File: config.mk
export PLATFORM = sky130hd
export DESIGN_NAME = rv_core
export DESIGN_NICKNAME = d
export VERILOG_FILES = /design/src/verilog/rv_ctrl_pkg.sv /design/src/verilog/rv_isa_pkg.sv /design/src/verilog/rv_exec_if.sv /design/src/verilog/rv_core.sv /design/src/verilog/rv_execute.sv /design/src/verilog/rv_regfile.sv /design/src/verilog/rv_decode.sv
export SDC_FILE = /design/constraint.sdc
export NUM_CORES = 2
export LEC_CHECK = 0
export BUFFER_PORTS_ARGS = -buffer_cell sky130_fd_sc_hd__buf_2
export CAP_MARGIN = 15
export CORE_ASPECT_RATIO = 0.7
export CORE_MARGIN = 2
export CORE_UTILIZATION = 40
export DETAILED_ROUTE_END_ITERATION = 16
export MAX_ROUTING_LAYER = met4
export PLACE_DENSITY = 0.65
export SYNTH_ARGS = -nofsm -noshare
export SYNTH_HDL_FRONTEND = slang
export SYNTH_HIERARCHICAL = 1
export SYNTH_SLANG_ARGS = --single-unit
export TNS_END_PERCENT = 30
File: constraint.sdc
create_clock -name clk -period 8.3 [get_ports clk]
set_input_delay 0.415 -clock clk [delete_from_list [all_inputs] [get_ports clk]]
set_output_delay 0.415 -clock clk [all_outputs]
set_load 0.03 [all_outputs]
File: src/verilog/rv_ctrl_pkg.sv
// Core control codes: ALU operations and second-operand selects
`default_nettype none

package rv_ctrl_pkg;

    typedef logic [3:0] alu_op_t;

    localparam alu_op_t alu_pass_b = 4'b0000; // LUI
    localparam alu_op_t alu_add    = 4'b0010;
    localparam alu_op_t alu_sub    = 4'b0011;
    localparam alu_op_t alu_sll    = 4'b0101;
    localparam alu_op_t alu_srl    = 4'b0110;
    localparam alu_op_t alu_sra    = 4'b0111;
    localparam alu_op_t alu_slt    = 4'b1000;
    localparam alu_op_t alu_sltu   = 4'b1001;
    localparam alu_op_t alu_and    = 4'b1010;
    localparam alu_op_t alu_or     = 4'b1011;
    localparam alu_op_t alu_xor    = 4'b1100;

    typedef logic [1:0] b_sel_t;

    localparam b_sel_t b_sel_reg   = 2'b00; // rs2 value
    localparam b_sel_t b_sel_imm_i = 2'b01; // Sign-extended 12-bit immediate
    localparam b_sel_t b_sel_imm_u = 2'b11; // Upper immediate, low 12 bits zero

endpackage

`default_nettype wire

File: src/verilog/rv_isa_pkg.sv
// RV32I instruction-set definitions: word and field types, opcodes, funct3 codes
`default_nettype none

package rv_isa_pkg;

    localparam int xlen = 32;

    typedef logic [xlen-1:0] word_t;     // Data or instruction word
    typedef logic [4:0]      reg_addr_t; // Register index
    typedef logic [6:0]      opcode_t;   // Major opcode
    typedef logic [2:0]      funct3_t;   // Minor function

    // Major opcodes of the supported integer subset
    localparam opcode_t op_reg   = 7'b0110011;
    localparam opcode_t op_imm   = 7'b0010011;
    localparam opcode_t op_lui   = 7'b0110111;
    localparam opcode_t op_auipc = 7'b0010111;

    // funct3 values, shared by the register and immediate forms
    localparam funct3_t f3_add  = 3'b000; // ADD and SUB
    localparam funct3_t f3_sll  = 3'b001;
    localparam funct3_t f3_slt  = 3'b010;
    localparam funct3_t f3_sltu = 3'b011;
    localparam funct3_t f3_xor  = 3'b100;
    localparam funct3_t f3_srl  = 3'b101; // SRL and SRA
    localparam funct3_t f3_or   = 3'b110;
    localparam funct3_t f3_and  = 3'b111;

endpackage

`default_nettype wire
File: src/verilog/rv_exec_if.sv
// Decoded instruction bundle passed from the decode stage to the execute stage
`default_nettype none

interface rv_exec_if;

    logic                   valid;    // One-cycle strobe
    rv_ctrl_pkg::alu_op_t   alu_op;
    logic                   a_is_pc;  // Operand A from pc instead of rs1
    rv_ctrl_pkg::b_sel_t    b_sel;
    rv_isa_pkg::word_t      rs1_data;
    rv_isa_pkg::word_t      rs2_data;
    logic [19:0]            imm;      // I field sign-extended to 20 bits, or U field
    rv_isa_pkg::word_t      pc;
    rv_isa_pkg::reg_addr_t  rd;

    modport decode (
        output valid, alu_op, a_is_pc, b_sel, rs1_data, rs2_data, imm, pc, rd
    );

    modport execute (
        input valid, alu_op, a_is_pc, b_sel, rs1_data, rs2_data, imm, pc, rd
    );

endinterface

`default_nettype wire

File: src/verilog/rv_core.sv
// RV32I integer execution core: decode, register file and execute in three stages
`default_nettype none

module rv_core #(
    parameter rv_isa_pkg::word_t reset_pc = '0
) (
    input  wire logic                  clk,
    input  wire logic                  reset,
    input  wire logic                  instr_valid,
    input  wire rv_isa_pkg::word_t     instr,
    output logic                       wb_valid,
    output rv_isa_pkg::reg_addr_t      wb_rd,
    output rv_isa_pkg::word_t          wb_data
);

    rv_isa_pkg::reg_addr_t rs1_addr;
    rv_isa_pkg::reg_addr_t rs2_addr;
    rv_isa_pkg::word_t     rs1_data;
    rv_isa_pkg::word_t     rs2_data;

    rv_exec_if exec_bus ();

    rv_decode #(
        .reset_pc (reset_pc)
    ) decode0 (
        .clk         (clk),
        .reset       (reset),
        .instr_valid (instr_valid),
        .instr       (instr),
        .rs1_addr    (rs1_addr),
        .rs2_addr    (rs2_addr),
        .rs1_data    (rs1_data),
        .rs2_data    (rs2_data),
        .exec        (exec_bus.decode)
    );

    // Written back from the execute stage output
    rv_regfile regfile0 (
        .clk      (clk),
        .reset    (reset),
        .rs1_addr (rs1_addr),
        .rs2_addr (rs2_addr),
        .rs1_data (rs1_data),
        .rs2_data (rs2_data),
        .wr_en    (wb_valid),
        .wr_addr  (wb_rd),
        .wr_data  (wb_data)
    );

    rv_execute execute0 (
        .clk      (clk),
        .reset    (reset),
        .exec     (exec_bus.execute),
        .wb_valid (wb_valid),
        .wb_rd    (wb_rd),
        .wb_data  (wb_data)
    );

endmodule

`default_nettype wire

File: src/verilog/rv_execute.sv
// Execute stage: operand selection, ALU and the EX/WB register
`default_nettype none

module rv_execute (
    input  wire logic               clk,
    input  wire logic               reset,
    rv_exec_if.execute              exec,
    output logic                    wb_valid,
    output rv_isa_pkg::reg_addr_t   wb_rd,
    output rv_isa_pkg::word_t       wb_data
);

    rv_isa_pkg::word_t op_a;
    rv_isa_pkg::word_t op_b;
    rv_isa_pkg::word_t alu_out;
    logic [4:0]        shamt;

    assign op_a  = exec.a_is_pc ? exec.pc : exec.rs1_data; // AUIPC uses pc
    assign shamt = op_b[4:0];

    // Second operand
    always_comb begin
        case (exec.b_sel)
            rv_ctrl_pkg::b_sel_imm_i: op_b = {{12{exec.imm[19]}}, exec.imm};
            rv_ctrl_pkg::b_sel_imm_u: op_b = {exec.imm, 12'b0};
            default:                  op_b = exec.rs2_data;
        endcase
    end

    always_comb begin
        case (exec.alu_op)
            rv_ctrl_pkg::alu_pass_b: alu_out = op_b;
            rv_ctrl_pkg::alu_add:    alu_out = op_a + op_b;
            rv_ctrl_pkg::alu_sub:    alu_out = op_a - op_b;
            rv_ctrl_pkg::alu_sll:    alu_out = op_a << shamt;
            rv_ctrl_pkg::alu_srl:    alu_out = op_a >> shamt;
            rv_ctrl_pkg::alu_sra:    alu_out = $signed(op_a) >>> shamt;
            rv_ctrl_pkg::alu_slt: begin
                alu_out = {31'b0, $signed(op_a) < $signed(op_b)};
            end
            rv_ctrl_pkg::alu_sltu:   alu_out = {31'b0, op_a < op_b};
            rv_ctrl_pkg::alu_and:    alu_out = op_a & op_b;
            rv_ctrl_pkg::alu_or:     alu_out = op_a | op_b;
            rv_ctrl_pkg::alu_xor:    alu_out = op_a ^ op_b;
            default:                 alu_out = '0;
        endcase
    end

    // EX/WB register, also the register-file write port
    always_ff @(posedge clk) begin
        if (reset) begin
            wb_valid <= 1'b0;
        end else begin
            wb_valid <= exec.valid;
        end
    end

    always_ff @(posedge clk) begin
        wb_rd   <= exec.rd;
        wb_data <= alu_out;
    end

endmodule

`default_nettype wire

File: src/verilog/rv_regfile.sv
// Register file: 31 writable registers, x0 tied to zero, write-to-read bypass
`default_nettype none

module rv_regfile (
    input  wire logic                   clk,
    input  wire logic                   reset,
    input  wire rv_isa_pkg::reg_addr_t  rs1_addr,
    input  wire rv_isa_pkg::reg_addr_t  rs2_addr,
    output rv_isa_pkg::word_t           rs1_data,
    output rv_isa_pkg::word_t           rs2_data,
    input  wire logic                   wr_en,
    input  wire rv_isa_pkg::reg_addr_t  wr_addr,
    input  wire rv_isa_pkg::word_t      wr_data
);

    rv_isa_pkg::word_t regs [1:31];
    logic              wr_live; // Write that actually lands

    assign wr_live = wr_en && (wr_addr != 5'd0);

    always_ff @(posedge clk) begin
        if (reset) begin
            for (int i = 1; i < 32; i++) begin
                regs[i] <= '0;
            end
        end else if (wr_live) begin
            regs[wr_addr] <= wr_data;
        end
    end

    always_comb begin
        if (rs1_addr == 5'd0) begin
            rs1_data = '0;
        end else if (wr_live && rs1_addr == wr_addr) begin
            rs1_data = wr_data; // Bypass
        end else begin
            rs1_data = regs[rs1_addr];
        end
    end

    always_comb begin
        if (rs2_addr == 5'd0) begin
            rs2_data = '0;
        end else if (wr_live && rs2_addr == wr_addr) begin
            rs2_data = wr_data; // Bypass
        end else begin
            rs2_data = regs[rs2_addr];
        end
    end

endmodule

`default_nettype wire

File: src/verilog/rv_decode.sv
// Decode stage: instruction capture, program counter, control decode and ID/EX register
`default_nettype none

module rv_decode #(
    parameter rv_isa_pkg::word_t reset_pc = '0
) (
    input  wire logic                  clk,
    input  wire logic                  reset,
    input  wire logic                  instr_valid,
    input  wire rv_isa_pkg::word_t     instr,
    output rv_isa_pkg::reg_addr_t      rs1_addr,
    output rv_isa_pkg::reg_addr_t      rs2_addr,
    input  wire rv_isa_pkg::word_t     rs1_data,
    input  wire rv_isa_pkg::word_t     rs2_data,
    rv_exec_if.decode                  exec
);

    logic                  instr_valid_q;
    rv_isa_pkg::word_t     instr_q;
    rv_isa_pkg::word_t     instr_pc_q;  // pc of the captured instruction
    rv_isa_pkg::word_t     pc_next;     // pc for the next strobe
    rv_isa_pkg::opcode_t   opcode;
    rv_isa_pkg::funct3_t   funct3;
    logic                  alt;         // Bit 30 selects SUB or SRA
    rv_ctrl_pkg::alu_op_t  funct_op;
    rv_ctrl_pkg::alu_op_t  alu_op;
    rv_ctrl_pkg::b_sel_t   b_sel;
    logic                  a_is_pc;
    logic                  kept;
    logic [19:0]           imm;

    // Capture; every strobe advances pc, supported or not
    always_ff @(posedge clk) begin
        if (reset) begin
            instr_valid_q <= 1'b0;
            pc_next       <= reset_pc;
        end else begin
            instr_valid_q <= instr_valid;
            if (instr_valid) begin
                pc_next <= pc_next + 32'd4;
            end
        end
    end

    always_ff @(posedge clk) begin
        if (instr_valid) begin
            instr_q    <= instr;
            instr_pc_q <= pc_next;
        end
    end

    assign opcode   = instr_q[6:0];
    assign funct3   = instr_q[14:12];
    assign alt      = instr_q[30];
    assign rs1_addr = instr_q[19:15];
    assign rs2_addr = instr_q[24:20];

    // funct3 to ALU operation, same table for register and immediate forms
    always_comb begin
        funct_op = rv_ctrl_pkg::alu_add;
        case (funct3)
            rv_isa_pkg::f3_add: begin
                // SUB exists only in the register form
                if (alt && opcode == rv_isa_pkg::op_reg) begin
                    funct_op = rv_ctrl_pkg::alu_sub;
                end else begin
                    funct_op = rv_ctrl_pkg::alu_add;
                end
            end
            rv_isa_pkg::f3_sll:  funct_op = rv_ctrl_pkg::alu_sll;
            rv_isa_pkg::f3_slt:  funct_op = rv_ctrl_pkg::alu_slt;
            rv_isa_pkg::f3_sltu: funct_op = rv_ctrl_pkg::alu_sltu;
            rv_isa_pkg::f3_xor:  funct_op = rv_ctrl_pkg::alu_xor;
            rv_isa_pkg::f3_srl:  funct_op = alt ? rv_ctrl_pkg::alu_sra : rv_ctrl_pkg::alu_srl;
            rv_isa_pkg::f3_or:   funct_op = rv_ctrl_pkg::alu_or;
            rv_isa_pkg::f3_and:  funct_op = rv_ctrl_pkg::alu_and;
            default:             funct_op = rv_ctrl_pkg::alu_add;
        endcase
    end

    always_comb begin
        alu_op  = funct_op;
        b_sel   = rv_ctrl_pkg::b_sel_reg;
        a_is_pc = 1'b0;
        kept    = 1'b1;
        imm     = {{8{instr_q[31]}}, instr_q[31:20]}; // I format by default
        case (opcode)
            rv_isa_pkg::op_reg: ;
            rv_isa_pkg::op_imm: b_sel = rv_ctrl_pkg::b_sel_imm_i;
            rv_isa_pkg::op_lui: begin
                alu_op = rv_ctrl_pkg::alu_pass_b;
                b_sel  = rv_ctrl_pkg::b_sel_imm_u;
                imm    = instr_q[31:12];
            end
            rv_isa_pkg::op_auipc: begin
                alu_op  = rv_ctrl_pkg::alu_add;
                b_sel   = rv_ctrl_pkg::b_sel_imm_u;
                a_is_pc = 1'b1;
                imm     = instr_q[31:12];
            end
            default: kept = 1'b0; // Dropped without write-back
        endcase
    end

    // ID/EX register
    always_ff @(posedge clk) begin
        if (reset) begin
            exec.valid <= 1'b0;
        end else begin
            exec.valid <= instr_valid_q && kept;
        end
    end

    always_ff @(posedge clk) begin
        exec.alu_op   <= alu_op;
        exec.a_is_pc  <= a_is_pc;
        exec.b_sel    <= b_sel;
        exec.rs1_data <= rs1_data;
        exec.rs2_data <= rs2_data;
        exec.imm      <= imm;
        exec.pc       <= instr_pc_q;
        exec.rd       <= instr_q[11:7];
    end

endmodule

`default_nettype wire

==> impl_metrics.ini <==
[outcome]
status = complete, no violations

[critical_path]
cp_cell_sequence = buf_4 > nor2b_1 > a22oi_1 > inv_1 > ha_1 > nor4_1 > a21oi_1 > nand4_1 > o2bb2ai_1 > o21a_1 > a21oi_2 > a211oi_1 > o22ai_1 > o21ai_1 > o2111ai_1
startpoint = decode0/exec.b_sel[0]
reg2reg_from = decode0/exec.b_sel[0]
rr_worst_depth = 15
reg2reg_to = execute0/wb_data[27]
worst-r2r-setup-slack_ns = 2.64
critical_path_peak_fanout = 33
critPathCapture = execute0/wb_data[27]
slowest_stage = o2bb2ai_1
critPathBufInv = 2
crit_arrival_ns = 6.31
critPathTopFamily = compound AO/OA/AOI/OAI gates
cp_data_required_time_ns = 8.95
end_kind = flop
crit_cells = 15
critPathMaxStageDelay_ns = 0.88
worstSetupPathType = reg2reg
startpoint_type = flop

[cells_and_area]
largest_reg_flops = 1024
layout.nets = 5977
area_growth_pct = 9.97
drive_gt1_share_pct = 18.4
fin_util_pct = 44.4
top_register = regfile0/regs
final_cell_mix = 1086 x edfxtp_1, 970 x and2_1, 386 x mux2i_1, 370 x mux4_2, 266 x nand2_1
fin_area_um2 = 79900
final_common_cell = edfxtp_1

[logic_synthesis]
synth.cell_area_um2 = 72700
yosysUniqueCellTypes = 117
synth_edf_count = 1086
synthCells = 5938
ys_ff_latch = 1282
yosysWarnings = 6
ys_seq_area_share_pct = 50.3
ys.flop_type = edfxtp_1
syn_area_per_cell_um2 = 12.2
async_flop_share_pct = 0

[cts]
insertion_delay_ns = 0.82
cts-htree-levels = 3
cts_buffer_depth = 3
cts_sinks = 1282
tritoncts = built
numCtsBuffers = 120
cts_root_buf = clkbuf_16
clkTransAtPathRegs_ns = 0.07

[pwr]
p_sw_mw = 7.11
power.density_nw_per_um2 = 240
pwr-share-comb_pct = 30.1
pwr-share-seq_pct = 40.0
p_sw_share_pct = 37.1
clockPowerShare_pct = 29.8
leakagePower_nw = 29.5
ir_drop_uv = 198
p_int_mw = 12.1

[routing]
drtIter0Drc = 10470
antenna_left = 0
vias = 55994
avgRoutedWirePerCell_um = 37.0
routed_wl_um = 308000
first_pass_iters = 6
via_per_inst = 6.72
drc = 0

[place]
place_area_um2 = 75600
io_buffers = 72
dp_hpwl_um = 199000
gp_congestion = 1.07

[sta]
max_slew.worst_pin.slew_ns = 1.39
setup_tns_ns = 0
rsz0062_at_grt = no
final.min_clock_period_ns = 5.66
relSlewSlack_pct = 7.40
finClkSkew_ns = 0.0564
final_hold_viol_count = 0
max_clock_freq_mhz = 177
setup_viol = 0
slew_violations = 0
final.period_utilization_pct = 68.2

[global_routing]
grt_max_degree = 99
antenna_found_initial = 32
grt_pass1_vias = 52017
grt_pass1_wl_um = 422000
grt_usage_pct = 33.4
gr-total-overflow = 0

[floorplan]
rows = 130
boundaryPins = 73
core_um2 = 180000
die_y_um = 361
design.die.area_um2 = 185000
start_util_pct = 40.4
die_w_um = 514

[flow_run]
cap_violations = 0

[hold_path]
hold_class = in2reg
-- layer usage --
layer	vias up	global-route usage (%)	part of all wire, %
met4	0	10.8	3.9
met3	687	14.8	17
met2	4847	41.1	38
met5	-	-	0
met1	28247	47.9	41
li1	22213	-	-
-- cells by family after synthesis --
| kind of cell | after synthesis | share of synthesized area [%] |
|---|---|---|
| buffers and inverters | 668 | 4.14 |
| adders and majority gates | 110 | 1.91 |
| other | 2 | 0.0103 |
| muxes | 873 | 18.7 |
| AOI/OAI and AO/OA | 1075 | 10.1 |
| and+or+nand+nor | 1892 | 14.4 |
| DFF | 1282 | 50.3 |
| xor gates and xnor gates | 36 | 0.434 |
-- synth_stat cells, types with 58 or more instances --
library cell     n  area (um^2)
a221oi_1        58          508
and2_1         971         6070
nand2_1        267         1000
buf_2          111          556
clkbuf_1       355         1330
inv_1           88          330
mux2_2         101         1140
ha_1           108         1350
nor2_1         269         1010
edfxtp_1      1086        32600
o22ai_1         79          494
mux2i_1        386         3860
a211oi_1        90          676
o21ai_0        142          711
dfxtp_1        196         3920
nor3_1          86          430
mux4_2         370         8330
a21oi_1        252         1260
nand3_1         62          310
a22oi_1         80          601
-- how the worst min path moves through the flow --
stage                                  start  depth (start not counted)  slack (ns)                endpoint
after detailed placement  decode0/exec.rd[3]                          0        0.32       execute0/wb_rd[3]
after global routing                instr[2]                          2        0.30      decode0/instr_q[2]
after CTS                          instr[20]                          2        0.25     decode0/instr_q[20]
after global placement    decode0/exec.rd[4]                          0        0.31       execute0/wb_rd[4]
after floorplan           decode0/exec.rd[0]                          0        0.31       execute0/wb_rd[0]
final                            instr_valid                          1        0.29  decode0/instr_pc_q[21]
-- power by group through the flow --
| stage | logic (mW) | registers [mW] | clock network [mW] |
|---|---|---|---|
| final | 5.78 | 7.68 | 5.72 |
| after global routing | 5.93 | 7.70 | 5.98 |
| after CTS | 5.51 | 7.66 | 5.76 |
| after detailed placement | 5.48 | 7.80 | 0 |
| after global placement | 5.48 | 7.80 | 0 |
| after floorplan | 3.15 | 7.83 | 0 |
-- area by class of cell --
class	instances	area [um^2]
diodes	22	55.1
clock buffers	160	3400
clock inverters	68	617
fillers	16096	100000
inverters	103	394
multi-input cells	4020	33600
flip-flops and latches	1282	36500
well taps	2376	2970
repair buffers	305	2340
-- through the flow --
stage	total power [mW]	worst slack (ns)	cells	hold WS, ns
floorplan	11.0	4.19	5970	0.310
global placement	13.3	2.96	8052	0.311
detailed placement	13.3	2.92	8054	0.315
CTS	18.9	2.95	8314	0.250
global route	19.6	2.43	8321	0.297
finish	19.2	2.64	8336	0.288
-- what timing repair did --
item	4_1_cts	5_1_grt
endpoints found under the hold margin	32	0
resized for setup	0	0
setup endpoints to repair	0	0
hold buffers	32	0
buffers inserted	0	0
No activity file was read; power rests on OpenSTA's default activity.
